<file path="src/hw/clint_pkg.sv">
package clint_pkg;

    // ------------------------------
    // Bus and timer widths
    // ------------------------------
    typedef logic [31:0] axil_addr_t;
    typedef logic [31:0] axil_data_t;
    typedef logic [3:0]  axil_strb_t;
    typedef logic [1:0]  axil_resp_t;
    // Shared by mtime and mtimecmp
    typedef logic [63:0] mtime_t;

    // Channel engine states
    typedef enum logic {RD_IDLE, RD_RESP} rd_state_t;
    typedef enum logic {WR_COLLECT, WR_RESP} wr_state_t;

    // ------------------------------
    // AXI4-Lite payloads
    // ------------------------------
    typedef struct packed {
        axil_addr_t addr;
        logic [2:0] prot;
    } axil_aw_t;

    typedef struct packed {
        axil_data_t data;
        axil_strb_t strb;
    } axil_w_t;

    typedef struct packed {
        axil_resp_t resp;
    } axil_b_t;

    typedef struct packed {
        axil_addr_t addr;
        logic [2:0] prot;
    } axil_ar_t;

    typedef struct packed {
        axil_data_t data;
        axil_resp_t resp;
    } axil_r_t;

    // ------------------------------
    // Engine to register block
    // ------------------------------
    typedef struct packed {
        logic       valid;
        axil_addr_t addr;
    } rd_req_t;

    typedef struct packed {
        axil_data_t data;
        axil_resp_t resp;
    } rd_rsp_t;

    typedef struct packed {
        logic       valid;
        axil_addr_t addr;
        axil_data_t data;
        axil_strb_t strb;
    } wr_req_t;

    typedef struct packed {
        axil_resp_t resp;
    } wr_rsp_t;

    // Fixed platform map
    localparam axil_addr_t CLINT_BASE      = 32'h0200_0000;
    localparam axil_addr_t MTIME_LO_OFS    = 32'h0000_0000;
    localparam axil_addr_t MTIME_HI_OFS    = 32'h0000_0004;
    localparam axil_addr_t MTIMECMP_LO_OFS = 32'h0000_0008;
    localparam axil_addr_t MTIMECMP_HI_OFS = 32'h0000_000C;
    localparam axil_addr_t MSIP_OFS        = 32'h0000_0010;

    localparam axil_resp_t RESP_OKAY   = 2'd0;
    localparam axil_resp_t RESP_SLVERR = 2'd2;

    // Compare value that mtime never reaches in practice
    localparam mtime_t MTIMECMP_RESET = 64'hFFFF_FFFF_FFFF_FFFF;

endpackage

</file>
<file path="src/hw/clint_axil_read.sv">
`timescale 1ns/1ps

module clint_axil_read (
    input  logic                clock,
    input  logic                reset,
    input  clint_pkg::axil_ar_t ar,
    input  logic                arvalid,
    output logic                arready,
    output clint_pkg::axil_r_t  r,
    output logic                rvalid,
    input  logic                rready,
    output clint_pkg::rd_req_t  rd_req,
    input  clint_pkg::rd_rsp_t  rd_rsp
);

    clint_pkg::rd_state_t state;
    logic                 ar_fire;
    logic                 r_fire;

    // Only one read in flight so AR opens only when idle
    assign arready = (state == clint_pkg::RD_IDLE);
    assign rvalid  = (state == clint_pkg::RD_RESP);
    assign ar_fire = arvalid && arready;
    assign r_fire  = rvalid && rready;

    // Address goes to the register block only on the handshake cycle
    // prot is not used
    always_comb begin
        rd_req.valid = ar_fire;
        rd_req.addr  = ar.addr;
    end

    // ------------------------------
    // FSM
    // ------------------------------
    always_ff @(posedge clock) begin
        if (reset) begin
            state <= clint_pkg::RD_IDLE;
        end else begin
            case (state)
                clint_pkg::RD_IDLE: begin
                    if (ar_fire) begin
                        state <= clint_pkg::RD_RESP;
                    end
                end
                clint_pkg::RD_RESP: begin
                    // Back to idle once the master takes R
                    if (r_fire) begin
                        state <= clint_pkg::RD_IDLE;
                    end
                end
                default: state <= clint_pkg::RD_IDLE;
            endcase
        end
    end

    // R beat sampled from the register block on the AR edge
    always_ff @(posedge clock) begin
        if (ar_fire) begin
            r.data <= rd_rsp.data;
            r.resp <= rd_rsp.resp;
        end
    end

    // ------------------------------
    // Checks
    // ------------------------------
    // Held R beat may not change under back-pressure
    assert property (@(posedge clock) disable iff (reset)
        rvalid && !rready |=> rvalid && $stable(r));

    // Accepted AR leads to a waiting response with AR closed
    assert property (@(posedge clock) disable iff (reset)
        ar_fire |=> rvalid && !arready);

endmodule

</file>
<file path="src/hw/clint_axil_write.sv">
`timescale 1ns/1ps

module clint_axil_write (
    input  logic                clock,
    input  logic                reset,
    input  clint_pkg::axil_aw_t aw,
    input  logic                awvalid,
    output logic                awready,
    input  clint_pkg::axil_w_t  w,
    input  logic                wvalid,
    output logic                wready,
    output clint_pkg::axil_b_t  b,
    output logic                bvalid,
    input  logic                bready,
    output clint_pkg::wr_req_t  wr_req,
    input  clint_pkg::wr_rsp_t  wr_rsp
);

    clint_pkg::wr_state_t  state;
    logic                  aw_held;
    logic                  w_held;
    clint_pkg::axil_addr_t aw_addr_q;
    clint_pkg::axil_w_t    w_q;
    logic                  aw_fire;
    logic                  w_fire;
    logic                  aw_have;
    logic                  w_have;
    logic                  issue;

    // Each ready drops once its own beat is captured
    assign awready = (state == clint_pkg::WR_COLLECT) && !aw_held;
    assign wready  = (state == clint_pkg::WR_COLLECT) && !w_held;
    assign bvalid  = (state == clint_pkg::WR_RESP);

    assign aw_fire = awvalid && awready;
    assign w_fire  = wvalid && wready;

    // Beat present either from the capture register or the bus this cycle
    assign aw_have = aw_held || aw_fire;
    assign w_have  = w_held || w_fire;
    assign issue   = (state == clint_pkg::WR_COLLECT) && aw_have && w_have;

    // Bypass the capture registers when a beat arrives in the issue cycle
    always_comb begin
        wr_req.valid = issue;
        wr_req.addr  = aw_held ? aw_addr_q : aw.addr;
        wr_req.data  = w_held ? w_q.data : w.data;
        wr_req.strb  = w_held ? w_q.strb : w.strb;
    end

    // ------------------------------
    // FSM and capture flags
    // ------------------------------
    always_ff @(posedge clock) begin
        if (reset) begin
            state   <= clint_pkg::WR_COLLECT;
            aw_held <= 1'b0;
            w_held  <= 1'b0;
        end else begin
            case (state)
                clint_pkg::WR_COLLECT: begin
                    if (issue) begin
                        state   <= clint_pkg::WR_RESP;
                        aw_held <= 1'b0;
                        w_held  <= 1'b0;
                    end else begin
                        // Only one side so far, wait for the other
                        if (aw_fire) begin
                            aw_held <= 1'b1;
                        end
                        if (w_fire) begin
                            w_held <= 1'b1;
                        end
                    end
                end
                clint_pkg::WR_RESP: begin
                    if (bready) begin
                        state <= clint_pkg::WR_COLLECT;
                    end
                end
                default: state <= clint_pkg::WR_COLLECT;
            endcase
        end
    end

    // Payload registers
    always_ff @(posedge clock) begin
        if (aw_fire) begin
            aw_addr_q <= aw.addr;
        end
        if (w_fire) begin
            w_q <= w;
        end
        // B beat from the register block on the write edge
        if (issue) begin
            b.resp <= wr_rsp.resp;
        end
    end

    // ------------------------------
    // Checks
    // ------------------------------
    // Register block must see each write exactly once
    assert property (@(posedge clock) disable iff (reset)
        wr_req.valid |=> !wr_req.valid);

    // Held B beat stays put until accepted
    assert property (@(posedge clock) disable iff (reset)
        bvalid && !bready |=> bvalid && $stable(b));

endmodule

</file>
<file path="src/hw/clint_regs.sv">
`timescale 1ns/1ps

module clint_regs (
    input  logic               clock,
    input  logic               reset,
    input  clint_pkg::rd_req_t rd_req,
    output clint_pkg::rd_rsp_t rd_rsp,
    input  clint_pkg::wr_req_t wr_req,
    output clint_pkg::wr_rsp_t wr_rsp,
    output logic               timer_irq,
    output logic               soft_irq
);

    clint_pkg::mtime_t     mtime;
    clint_pkg::mtime_t     mtimecmp;
    logic                  msip;
    clint_pkg::axil_data_t mtime_lo_inc;
    logic                  mtime_carry;

    // Read side hits
    logic rd_mtime_lo;
    logic rd_mtime_hi;
    logic rd_cmp_lo;
    logic rd_cmp_hi;
    logic rd_msip;

    // Write side hits, already qualified by valid
    logic wr_mtime_lo;
    logic wr_mtime_hi;
    logic wr_cmp_lo;
    logic wr_cmp_hi;
    logic wr_msip;

    // Exact match against base plus offset
    function automatic logic hit(input clint_pkg::axil_addr_t addr,
                                 input clint_pkg::axil_addr_t ofs);
        return addr == (clint_pkg::CLINT_BASE + ofs);
    endfunction

    // Byte lane merge of new data over the old word
    function automatic clint_pkg::axil_data_t merge(input clint_pkg::axil_data_t old_word,
                                                    input clint_pkg::axil_data_t new_word,
                                                    input clint_pkg::axil_strb_t strb);
        clint_pkg::axil_data_t res;
        res = old_word;
        for (int i = 0; i < 4; i++) begin
            if (strb[i]) begin
                res[8*i +: 8] = new_word[8*i +: 8];
            end
        end
        return res;
    endfunction

    // ------------------------------
    // Decode
    // ------------------------------
    assign rd_mtime_lo = hit(rd_req.addr, clint_pkg::MTIME_LO_OFS);
    assign rd_mtime_hi = hit(rd_req.addr, clint_pkg::MTIME_HI_OFS);
    assign rd_cmp_lo   = hit(rd_req.addr, clint_pkg::MTIMECMP_LO_OFS);
    assign rd_cmp_hi   = hit(rd_req.addr, clint_pkg::MTIMECMP_HI_OFS);
    assign rd_msip     = hit(rd_req.addr, clint_pkg::MSIP_OFS);

    assign wr_mtime_lo = wr_req.valid && hit(wr_req.addr, clint_pkg::MTIME_LO_OFS);
    assign wr_mtime_hi = wr_req.valid && hit(wr_req.addr, clint_pkg::MTIME_HI_OFS);
    assign wr_cmp_lo   = wr_req.valid && hit(wr_req.addr, clint_pkg::MTIMECMP_LO_OFS);
    assign wr_cmp_hi   = wr_req.valid && hit(wr_req.addr, clint_pkg::MTIMECMP_HI_OFS);
    assign wr_msip     = wr_req.valid && hit(wr_req.addr, clint_pkg::MSIP_OFS);

    // Read mux, sees state from before any write on this edge
    always_comb begin
        rd_rsp.data = '0;
        rd_rsp.resp = clint_pkg::RESP_OKAY;
        if (rd_req.valid) begin
            if (rd_mtime_lo) begin
                rd_rsp.data = mtime[31:0];
            end else if (rd_mtime_hi) begin
                rd_rsp.data = mtime[63:32];
            end else if (rd_cmp_lo) begin
                rd_rsp.data = mtimecmp[31:0];
            end else if (rd_cmp_hi) begin
                rd_rsp.data = mtimecmp[63:32];
            end else if (rd_msip) begin
                rd_rsp.data = {31'd0, msip};
            end else begin
                rd_rsp.resp = clint_pkg::RESP_SLVERR;
            end
        end
    end

    // Unmapped write is dropped and answered with SLVERR
    always_comb begin
        wr_rsp.resp = clint_pkg::RESP_OKAY;
        if (wr_req.valid && !(wr_mtime_lo || wr_mtime_hi || wr_cmp_lo || wr_cmp_hi || wr_msip)) begin
            wr_rsp.resp = clint_pkg::RESP_SLVERR;
        end
    end

    // ------------------------------
    // Timer and registers
    // ------------------------------
    // Low word increment, carry feeds the high word
    assign {mtime_carry, mtime_lo_inc} = {1'b0, mtime[31:0]} + 33'd1;

    always_ff @(posedge clock) begin
        if (reset) begin
            mtime    <= '0;
            mtimecmp <= clint_pkg::MTIMECMP_RESET;
            msip     <= 1'b0;
        end else begin
            // Written word replaces the count, the other keeps counting
            mtime[31:0] <= wr_mtime_lo ? merge(mtime[31:0], wr_req.data, wr_req.strb)
                                       : mtime_lo_inc;
            mtime[63:32] <= wr_mtime_hi ? merge(mtime[63:32], wr_req.data, wr_req.strb)
                                        : mtime[63:32] + {31'd0, mtime_carry};
            if (wr_cmp_lo) begin
                mtimecmp[31:0] <= merge(mtimecmp[31:0], wr_req.data, wr_req.strb);
            end
            if (wr_cmp_hi) begin
                mtimecmp[63:32] <= merge(mtimecmp[63:32], wr_req.data, wr_req.strb);
            end
            // msip lives in lane 0 only
            if (wr_msip && wr_req.strb[0]) begin
                msip <= wr_req.data[0];
            end
        end
    end

    // Registered interrupts, unsigned compare
    always_ff @(posedge clock) begin
        if (reset) begin
            timer_irq <= 1'b0;
            soft_irq  <= 1'b0;
        end else begin
            timer_irq <= (mtime >= mtimecmp);
            soft_irq  <= msip;
        end
    end

    // Parked compare value keeps the timer quiet on the next cycle
    assert property (@(posedge clock) disable iff (reset)
        mtimecmp == clint_pkg::MTIMECMP_RESET && mtime != '1 |=> !timer_irq);

endmodule

</file>
<file path="src/hw/clint_top.sv">
`timescale 1ns/1ps

module clint_top (
    input  logic                clock,
    input  logic                reset,
    // AXI4-Lite write channels
    input  clint_pkg::axil_aw_t aw,
    input  logic                awvalid,
    output logic                awready,
    input  clint_pkg::axil_w_t  w,
    input  logic                wvalid,
    output logic                wready,
    output clint_pkg::axil_b_t  b,
    output logic                bvalid,
    input  logic                bready,
    // AXI4-Lite read channels
    input  clint_pkg::axil_ar_t ar,
    input  logic                arvalid,
    output logic                arready,
    output clint_pkg::axil_r_t  r,
    output logic                rvalid,
    input  logic                rready,
    // Interrupts to the hart
    output logic                timer_irq,
    output logic                soft_irq
);

    // Engine to register block
    clint_pkg::rd_req_t rd_req;
    clint_pkg::rd_rsp_t rd_rsp;
    clint_pkg::wr_req_t wr_req;
    clint_pkg::wr_rsp_t wr_rsp;

    // ------------------------------
    // Channel engines
    // ------------------------------
    clint_axil_read clint_axil_read_inst (
        .clock   (clock),
        .reset   (reset),
        .ar      (ar),
        .arvalid (arvalid),
        .arready (arready),
        .r       (r),
        .rvalid  (rvalid),
        .rready  (rready),
        .rd_req  (rd_req),
        .rd_rsp  (rd_rsp)
    );

    clint_axil_write clint_axil_write_inst (
        .clock   (clock),
        .reset   (reset),
        .aw      (aw),
        .awvalid (awvalid),
        .awready (awready),
        .w       (w),
        .wvalid  (wvalid),
        .wready  (wready),
        .b       (b),
        .bvalid  (bvalid),
        .bready  (bready),
        .wr_req  (wr_req),
        .wr_rsp  (wr_rsp)
    );

    // Register block owns all state
    clint_regs clint_regs_inst (
        .clock     (clock),
        .reset     (reset),
        .rd_req    (rd_req),
        .rd_rsp    (rd_rsp),
        .wr_req    (wr_req),
        .wr_rsp    (wr_rsp),
        .timer_irq (timer_irq),
        .soft_irq  (soft_irq)
    );

endmodule

</file>
<file path="config.mk">
export PLATFORM = sky130hd
export DESIGN_NAME = clint_top
export DESIGN_NICKNAME = d
export VERILOG_FILES = /design/src/hw/clint_pkg.sv /design/src/hw/clint_axil_read.sv /design/src/hw/clint_axil_write.sv /design/src/hw/clint_regs.sv /design/src/hw/clint_top.sv
export SDC_FILE = /design/constraint.sdc
export NUM_CORES = 1
export LEC_CHECK = 0
export BUFFER_PORTS_ARGS = -buffer_cell sky130_fd_sc_hd__buf_4
export CAP_MARGIN = 20
export CORE_ASPECT_RATIO = 0.8
export CORE_UTILIZATION = 35
export CTS_BUF_LIST = sky130_fd_sc_hd__clkbuf_16
export DETAILED_ROUTE_END_ITERATION = 8
export PLACE_DENSITY = 0.56
export SLEW_MARGIN = 20
export SYNTH_ARGS = -nofsm -noshare
export SYNTH_HDL_FRONTEND = slang
export SYNTH_SLANG_ARGS = --single-unit
</file>
<file path="constraint.sdc">
create_clock -name clock -period 5.95 [get_ports clock]
set_input_delay 1.19 -clock clock [delete_from_list [all_inputs] [get_ports clock]]
set_output_delay 1.19 -clock clock [all_outputs]
set_load 0.01 [all_outputs]
</file>
[Yosys cells after proc, flatten, opt, wreduce, memory -nomap -nowiden]
Cells that the tools add are included.
Cells by class
  add/subtract/negate cells: 2
  $lt $le $gt $ge: 1
  eq/ne operators: 18
  muxes and demuxes: 26
  bitwise logic cells: 2
  reductions and logical operators: 37
Operator list (count)
  equality test 32 x 26 -> 1 bit (second input constant): 10
  two-way mux 32 bit: 8
  greater-or-equal comparator 64 bit: 1
  adder 32 x 1 -> 33 bit (second input constant): 1
  adder 32 x 1 -> 32 bit: 1
  two-way mux 8 bit: 4
  AND reduction 2 bit: 10
  logical AND 1 bit: 15
  inequality test 2 bit (second input constant): 6
  two-way mux 1 bit: 9
  logical OR 1 bit: 6
  two-way mux 2 bit: 2
  two-way mux 4 bit: 1
  inequality test 2 x 1 -> 1 bit (second input constant): 2
  one-hot mux 1 bit (2 select lines): 2
  nonzero test 2 bit: 2
  OR reduction 4 bit: 1
  zero test 1 bit: 3
  NOT 1 bit: 2
Word-level totals
  flip-flop bits (word level): 239
  input port bits: 113
  output and inout bits: 43
  word-level logic and storage cells: 115

[Logic depth before layout (Yosys ltp)]
Gate-level depths: netlist (run 1).
  depth after elaboration: 14
  gate-level depth with buffers: 16
  gate-level depth less buffers: 15

[Modules after synthesis]
From an unflattened synthesis (run 1), not the netlist that was laid out.
Second synthesis, totals
  cell total of the unflattened synthesis: 1295
  area, all modules: 13305.3 sq um
By module, submodules not included
  clint_regs: instances 1, cells each 1059, area an instance 8744.6 sq um, sequential area each 2622.5 sq um
  clint_axil_write: instances 1, cells each 164, area an instance 3248.1 sq um, sequential area each 2162.1 sq um
  clint_axil_read: instances 1, cells each 72, area an instance 1312.5 sq um, sequential area each 1041.0 sq um

[Worst setup path after synthesis (run 1)]
Ideal clock, no wire load.
  kind: register to register
  from: register clint_regs_inst.mtime[0]
  to: register clint_regs_inst.mtime[62]
  setup time: 132 ps
  arrival: 3007 ps
  required time: 5818 ps
  path slack: 2810 ps
  cell stages (with the launch flop): 17
  buffers on the path: 1
  period minus slack after synthesis: 3140 ps
  cells stage by stage: dfxtp_1 -> ha_1 -> and3_1 -> nand4_1 -> nor3_1 -> nand3_1 -> nor3_1 -> ha_1 -> ha_1 -> and3_1 -> and3_1 -> and3_1 -> clkbuf_1 -> nand3_1 -> o31a_1 -> o21ai_0 -> a31oi_1
Between the ends
  word-level cells in the longest chain between the ends: 3
Ends and longest elaborated chain
  from (decl): line clint_regs.sv:14  | clint_pkg::mtime_t mtime;
  from (signal assigned): line clint_regs.sv:111  | mtime[31:0] <= wr_mtime_lo ? merge(mtime[31:0], wr_req.data, wr_req.strb)
  adder 32 x 1 -> 33 bit: line clint_regs.sv:102  | assign {mtime_carry, mtime_lo_inc} = {1'b0, mtime[31:0]} + 33'd1;
  adder 32 x 1 -> 32 bit: line clint_regs.sv:114  | : mtime[63:32] + {31'd0, mtime_carry};
  two-way mux 32 bit: line clint_regs.sv:113  | mtime[63:32] <= wr_mtime_hi ? merge(mtime[63:32], wr_req.data, wr_req.strb)
Every way passes these cells.
A chain may end at the register's enable or synchronous reset.

[Final worst setup path (run 1)]
Same ends and word-level chain as after synthesis.

==> results of run 1 <==
-- per-stage QoR --
step,util,total power [mW],area [um^2]
CTS,0.414,3.62,15300
floorplan,-,1.97,13100
global route,0.414,3.70,15300
global placement,0.393,2.12,14500
finish,0.414,3.57,15300
detailed placement,0.393,2.12,14600
-- metal layers --
layer / global-route usage / vias up / routed length [um]
li1: - / 5343 / -
met1: 0.300 / 5467 / 19000
met2: 0.306 / 350 / 16600
met3: 0.0298 / 46 / 2440
met4: 0.0463 / 0 / 799
met5: 0 / - / 0
-- cells by family (layout without fill, tap and decap cells) --
logic type | Yosys count | after routing | share of synthesized area
other cells | 1 | 2 | 0.000285
fa+ha+maj | 67 | 67 | 0.0638
simple gates | 498 | 498 | 0.200
mux | 39 | 39 | 0.0596
compound gates | 380 | 380 | 0.186
buf+inv | 158 | 282 | 0.0520
flops | 237 | 237 | 0.439
-- final timing paths --
kind                            cells after the start                    startpoint                           end  slack (ps)
worst max-delay path                               15      clint_regs_inst.mtime[0]     clint_regs_inst.mtime[62]        1960
worst max register to register                     15      clint_regs_inst.mtime[0]     clint_regs_inst.mtime[62]        1960
worst min register to register                      1  clint_regs_inst.mtimecmp[32]  clint_regs_inst.mtimecmp[32]         490
worst min-delay path                                1  clint_regs_inst.mtimecmp[32]  clint_regs_inst.mtimecmp[32]         490
-- where the power goes --
group	total (mW)	internal [mW]	switching, mW
registers	1.78	1.76	0.0270
logic	0.300	0.123	0.177
clock network	1.49	0.813	0.677
-- registers in the layout, summed over array words and instances, names as in the netlist --
register / cells
clint_axil_write_inst.w_q: 36
clint_axil_write_inst.aw_addr_q: 32
clint_axil_read_inst.rvalid: 1
clint_regs_inst.timer_irq: 1
clint_regs_inst.soft_irq: 1
clint_regs_inst.msip: 1
clint_axil_write_inst.w_held: 1
clint_axil_read_inst.r: 33
clint_axil_write_inst.bvalid: 1
clint_regs_inst.mtimecmp: 64
clint_axil_write_inst.b: 1
clint_regs_inst.mtime: 64
clint_axil_write_inst.aw_held: 1
-- synthesized netlist by cell type (10+ instances only) --
master and instances:
and3_1 18, edfxtp_1 102, a21oi_1 112, o21a_1 26
dfxtp_1 135, mux4_2 31, nor3_1 38, o21ai_0 70
a211o_1 64, a211oi_1 11, a21o_1 20, nand4_1 29
nor4_1 22, nor2_1 136, clkbuf_1 56, and2_1 21
nand2_1 72, nand3_1 52, inv_1 73, o21ai_1 17
nor2b_1 34, or3_1 10, buf_2 12, ha_1 67
nor3b_1 12, a31oi_1 29
-- critical path, cell delays in order, from the launching register on --
cell     delay, ps
dfxtp_1        450
ha_1           250
and3_1         230
nand4_1        140
nor3_1         220
nand3_1        100
nor3_1         290
ha_1           240
ha_1           180
and3_1         340
and3_1         320
and3_1         340
nand3_1        200
o31a_1         280
o21ai_0        150
a31oi_1         90
-- layout make-up --
type | count | area (um^2)
flip-flops and latches | 237 | 5770
repair buffers | 160 | 1210
clock buffers | 27 | 676
multi-input cells | 986 | 6700
well taps | 487 | 609
fillers | 3654 | 21700
inverters | 73 | 274
clock inverters | 22 | 91.3
==> impl_metrics.json, run 1 <==
{
  "outcome": "complete, but fails checks",
  "violations": "DRC",
  "grtUsageTotal": 0.202,
  "seq_area_frac_synth": 0.439,
  "tightest_slew_ps": 1090,
  "grt_overflow_total": 0,
  "drt_iter0_drc": 818,
  "dr.pass1.iters": 7,
  "leakage_nw": 6.29,
  "start_util": 0.355,
  "synth_area_leaders": "edfxtp_1 23%, dfxtp_1 21%, ha_1 6.4%",
  "antenna_found_initial": 0,
  "yosys_register_bits": 237,
  "endpoint_kind": "register",
  "synth_cells": 1380,
  "coreArea_um2": 37000,
  "post-route-period-util": 0.670,
  "yosysTopAreaCell": "edfxtp_1",
  "place_congestion": 0.868,
  "cp.required_ps": 6340,
  "timing_worst_setup_path_type": "reg2reg",
  "clock-sinks": 237,
  "grt_pass1_vias": 10694,
  "maxCapViolCount": 0,
  "finClkSkew_ps": 19.7,
  "place_ws_ps": 1880,
  "yosysWarnings": 0,
  "synth.top_cell.area_share": 0.233,
  "async_reset_ff_frac": 0,
  "synth_edf_count": 102,
  "min_period_ps": 3990,
  "layout_common_cells": "159 x buf_4, 136 x nor2_1, 134 x dfxtp_1",
  "worstSkewPairLatency_ps": 560,
  "wire_per_inst_um": 19.5,
  "cts_buffer_depth": 3,
  "setup_violations": 0,
  "timing.hold.ws_ps": 486,
  "fin_tns_setup_ps": 0,
  "routed_via_density": 5.63,
  "rsz0062_at_grt": "false",
  "powerDensity_nw_per_um2": 233,
  "fmax_mhz": 251,
  "routed_wirelength_um": 38900,
  "drive_gt1_frac": 0.163,
  "hold_violations": 0,
  "cp_max_fo": 7,
  "cp-start-kind": "register",
  "chipHeight_um": 175,
  "cts_resized": 0,
  "die_area_um2": 38300,
  "cts-root-buf": "clkbuf_16",
  "final.setup.worst_slack_ps": 1960,
  "final_common_cell": "buf_4",
  "grt_max_degree": 82,
  "netlist_area_um2": 13100,
  "syn_area_per_cell_um2": 9.52,
  "ir_drop_uv": 159,
  "cts_tree": "built",
  "htreeDepth": 1,
  "numPortBuffers": 147,
  "postCtsHoldBufs": 0,
  "antenna_left": 0,
  "yosysUniqueCellTypes": 68,
  "drc": 2,
  "rows": 63,
  "relSlewSlack": 0.270,
  "worstPathArrival_ps": 4380,
  "slew_viol_final": 0,
  "die_w_um": 219,
  "ios": 156,
  "clk_pin_slew_ps": 60,
  "dp_cells": 1943,
  "synth_ff_type": "dfxtp_1",
  "vias": 11206,
  "cts_setup_buffers": 0,
  "grt_pass1_wl_um": 60500,
  "dp_hpwl_um": 27700,
  "syn_to_final_growth_pct": 16.7,
  "diodes": 0,
  "fin_cells": 1992,
  "cts_buffers": 27,
  "layout.nets": 1665,
  "min_path_type": "reg2reg"
}
Note: power is estimated with default switching activity, not from simulation.
==> run 2: changes to the inputs <==
clock period = 4.1 ns   (was 5.95 ns; I/O delays follow)
==> run 2 against run 1 <==
The run still ends with DRC left. Power rose by 59%. Routed wire length rose by 0.98%. Combinational power rose by 48%. Global-route usage rose by 0.20 points. Hold slack got worse by 32 ps. Flip-flop and latch count did not move. Clock skew fell by 12 ps. Via count fell by 0.49%. Critical path depth fell by 1. Clock-buffer cell count did not move. Critical endpoint is now clint_regs_inst.mtime[63]. Largest cell class unchanged. Largest power group is now the clock network.
==> impl_metrics.json, run 2 (same netlist as run 1, synthesis figures left out) <==
{
  "timing_worst_setup_path_type": "reg2reg",
  "total_power_mw": 5.67,
  "place_congestion": 0.869,
  "final_common_cell": "buf_4",
  "drive_gt1_frac": 0.180,
  "tightest_slew_ps": 1050,
  "holdCritStartpoint": "rready",
  "wire_per_inst_um": 19.5,
  "grtUsageTotal": 0.204,
  "start_util": 0.355,
  "fill_cells": 3632,
  "cts_setup_buffers": 0,
  "place_ws_ps": 635,
  "routed_wirelength_um": 39300,
  "ios": 156,
  "outcome": "complete, but fails checks",
  "antenna_found_initial": 0,
  "setup_violations": 0,
  "layout.nets": 1684,
  "cp-start-kind": "register",
  "clock-sinks": 237,
  "timing.hold.ws_ps": 454,
  "grt_pass1_wl_um": 61200,
  "min_period_ps": 3500,
  "rr_startpoint": "clint_regs_inst.mtime[1]",
  "grt_overflow_total": 0,
  "endpoint_kind": "register",
  "maxCapViolCount": 0,
  "slowest_stage": "nor4_1",
  "fin_tns_setup_ps": 0,
  "min_path_type": "in2reg",
  "grt_max_degree": 94,
  "dp_cells": 1962,
  "clk_pin_slew_ps": 60,
  "relSlewSlack": 0.291,
  "layout_common_cells": "175 x buf_4, 136 x nor2_1, 134 x dfxtp_1",
  "routed_via_density": 5.55,
  "antenna_left": 0,
  "cts_resized": 0,
  "chipHeight_um": 175,
  "coreArea_um2": 37000,
  "startpoint": "clint_regs_inst.mtime[1]",
  "cts_buffers": 27,
  "crit_chain": "ha_1 > and3_1 > nand4_1 > nor3_1 > nand3_1 > nor3_1 > ha_1 > and3_1 > nand2_1 > nor4_1 > nand3_1 > and2_1 > o21ai_1 > a21oi_1",
  "reg.largest.list": "clint_regs_inst.mtime (64), clint_regs_inst.mtimecmp (64), clint_axil_write_inst.w_q (36)",
  "dp_hpwl_um": 28100,
  "numPortBuffers": 147,
  "die_area_um2": 38300,
  "post-route-period-util": 0.854,
  "htreeDepth": 1,
  "worstSkewPairLatency_ps": 550,
  "vias": 11151,
  "slew_viol_final": 0,
  "syn_to_final_growth_pct": 19.5,
  "cts_tree": "built",
  "dr.pass1.iters": 7,
  "fin_util": 0.424,
  "worstPathArrival_ps": 3900,
  "postCtsHoldBufs": 0,
  "hold_violations": 0,
  "rows": 63,
  "fin_area_um2": 15700,
  "drc": 2,
  "cp.required_ps": 4500,
  "die_w_um": 219,
  "fin_cells": 2011,
  "violations": "DRC",
  "dpl-instance-area_um2": 14700,
  "cts_buffer_depth": 3,
  "finClkSkew_ps": 7.47,
  "diodes": 0,
  "leakage_nw": 6.47,
  "critPathMaxStageDelay_ps": 650,
  "ir_drop_uv": 259,
  "cp_max_fo": 6,
  "rsz0062_at_grt": "false",
  "grt_pass1_vias": 10619,
  "powerDensity_nw_per_um2": 361,
  "fmax_mhz": 286,
  "drt_iter0_drc": 865,
  "final.setup.worst_slack_ps": 599,
  "cts-root-buf": "clkbuf_16"
}
==> run 2: final timing paths <==
check	endpoint	slack (ps)	cells past startpoint
min	clint_axil_read_inst.rvalid	450	2
max	clint_regs_inst.mtime[63]	600	14
max reg2reg	clint_regs_inst.mtime[63]	600	14
min reg2reg	clint_regs_inst.mtimecmp[32]	470	1
==> run 2: final cells by class <==
class,count,area [um^2],area share
multi-input combinational,986,6700,0.427
inverter,73,274,0.0175
timing repair buffer,179,1390,0.0888
sequential,237,5770,0.367
clock buffer,27,676,0.0430
tap,487,609,0.0388
clock inverter,22,279,0.0178
==> run 2: power breakdown <==
part           leakage, nW  switching, mW  total [mW]  internal [mW]
logic                 3.92          0.262       0.445          0.183
clock network        0.477           1.01        2.64           1.63
registers             2.08         0.0366        2.59           2.55
==> run 2: metal layers <==
| layer | GRT usage | up-vias | wire length [um] |
|---|---|---|---|
| met3 | 0.0326 | 37 | 2550 |
| met1 | 0.308 | 5399 | 19300 |
| met2 | 0.304 | 333 | 16800 |
| met4 | 0.0425 | 0 | 619 |
| li1 | - | 5382 | - |
| met5 | 0 | - | 0 |
==> run 2: critical path: cells and delay by family (launching register included) <==
| kind | cells | cell delay [ps] |
|---|---|---|
| simple gates | 10 | 2420 |
| fa+ha+maj | 2 | 410 |
| flops | 1 | 330 |
| compound gates | 2 | 190 |
==> run 3: changes to the inputs <==
ABC_CLOCK_PERIOD_IN_PS = 3800   (was unset)
clock period = 3.8 ns   (was 4.1 ns; I/O delays follow)
==> run 3 against run 2 <==
The run still ends with DRC left. Routed wire length down 1.1%. Power up 6.0%. Largest cell class unchanged. Critical endpoint is now clint_regs_inst.mtime[62]. Critical path type unchanged. Global-route usage down 0.49 points. Largest power group is now registers. Sequential power up 7.7%. Highest routed layer unchanged.
==> impl_metrics.json, run 3 (same netlist as run 1, synthesis figures left out) <==
{
  "maxCapViolCount": 0,
  "grt_overflow_total": 0,
  "outcome": "complete, but fails checks",
  "htreeDepth": 1,
  "violations": "DRC",
  "cts_tree": "built",
  "syn_to_final_growth_pct": 19.8,
  "grt_max_degree": 94,
  "cp.required_ps": 4190,
  "routed_via_density": 5.55,
  "relSlewSlack": 0.320,
  "rows": 63,
  "diodes": 0,
  "drt_iter0_drc": 921,
  "cts_setup_buffers": 0,
  "ios": 156,
  "drive_gt1_frac": 0.183,
  "dp_hpwl_um": 28200,
  "cts-root-buf": "clkbuf_16",
  "antenna_left": 0,
  "tightest_slew_ps": 1020,
  "layout_common_cells": "184 x buf_4, 136 x nor2_1, 134 x dfxtp_1",
  "place_congestion": 0.865,
  "cts_buffers": 26,
  "drc": 2,
  "routed_wirelength_um": 38900,
  "antenna_found_initial": 0,
  "fin_tns_setup_ps": 0,
  "min_period_ps": 3430,
  "cp-start-kind": "register",
  "start_util": 0.355,
  "dr.pass1.iters": 7,
  "use_met3": 0.0386,
  "setup_violations": 0,
  "worstPathArrival_ps": 3820,
  "reg.largest.list": "clint_regs_inst.mtime (64), clint_regs_inst.mtimecmp (64), clint_axil_write_inst.w_q (36)",
  "powerDensity_nw_per_um2": 382,
  "leakage_nw": 6.52,
  "cp_max_fo": 5,
  "rsz0062_at_grt": "false",
  "die_area_um2": 38300,
  "min_path_type": "in2reg",
  "clock-sinks": 237,
  "final.setup.worst_slack_ps": 369,
  "timing_worst_setup_path_type": "reg2reg",
  "fmax_mhz": 291,
  "layout.nets": 1692,
  "vias": 11204,
  "hold_violations": 0,
  "ir_drop_uv": 237,
  "cts_resized": 0,
  "clk_pin_slew_ps": 60,
  "grt_pass1_vias": 10451,
  "numPortBuffers": 147,
  "postCtsHoldBufs": 0,
  "endpoint_kind": "register",
  "grt_pass1_wl_um": 59800,
  "busiest_layer": "met2",
  "global_route.usage.met1": 0.296,
  "met2_usage": 0.297,
  "place_ws_ps": 400,
  "worstSkewPairLatency_ps": 550,
  "finClkSkew_ps": 20.1,
  "chipHeight_um": 175,
  "wire_per_inst_um": 19.2,
  "die_w_um": 219,
  "grtUsageTotal": 0.199,
  "slew_viol_final": 0,
  "final_common_cell": "buf_4",
  "coreArea_um2": 37000,
  "cts_buffer_depth": 3,
  "post-route-period-util": 0.903
}
[run 3: cell count changes in the layout (fill, tap and decap cells not counted), sizes merged]
cell,delta
buf,+9
bufinv,-1
clkinvlp,-1
clkinv,-1
inv,+2
[run 3: layer usage]
layer	share of wire	up-vias
li1	-	5400
met1	0.48	5392
met2	0.43	380
met3	0.071	32
met4	0.016	0
met5	0	-
[run 3: through the flow]
step	utilization	hold WS [ps]	power [mW]	cells	area, um^2
6_report	0.425	385	6.02	2019	15700
3_5_place_dp	0.399	451	3.32	1970	14800
2_1_floorplan	-	436	3.08	1381	13100
5_1_grt	0.425	372	6.21	2019	15700
4_1_cts	0.424	367	6.07	2018	15700
3_3_place_gp	0.399	446	3.32	1970	14800
[run 3: cell type report]
| class | count | area [um^2] |
|---|---|---|
| Clock buffer | 27 | 676 |
| Clock inverter | 21 | 241 |
| Fill cell | 3630 | 21300 |
| Inverter | 73 | 274 |
| Multi-Input combinational cell | 986 | 6700 |
| Sequential cell | 237 | 5770 |
| Tap cell | 487 | 609 |
| Timing Repair Buffer | 188 | 1460 |
[run 3: worst max-delay path, stage by stage, from the launching register on]
cell     delay, ps
dfxtp_1        340
ha_1           200
and3_1         230
nand4_1        150
nor3_1         230
nand3_1        120
nor3_1         210
ha_1           210
ha_1           180
and3_1         220
and3_1         300
and3_1         220
nand3_1        150
o31a_1         280
o21ai_0        150
a31oi_1         90
[run 3: path summary, 6_finish.rpt]
path | from | end | slack (ps) | depth (start not counted)
setup / recovery | clint_regs_inst.mtime[0] | clint_regs_inst.mtime[62] | 370 | 15
hold / removal | rready | clint_axil_read_inst.rvalid | 390 | 2
setup reg to reg | clint_regs_inst.mtime[0] | clint_regs_inst.mtime[62] | 370 | 15
hold reg to reg | clint_regs_inst.mtimecmp[32] | clint_regs_inst.mtimecmp[32] | 480 | 1
[run 3: power by group]
group / switching (mW) / leakage [nW] / internal [mW]
combinational: 0.280 / 3.97 / 0.197
sequential: 0.0383 / 2.08 / 2.75
clock: 1.07 / 0.469 / 1.68
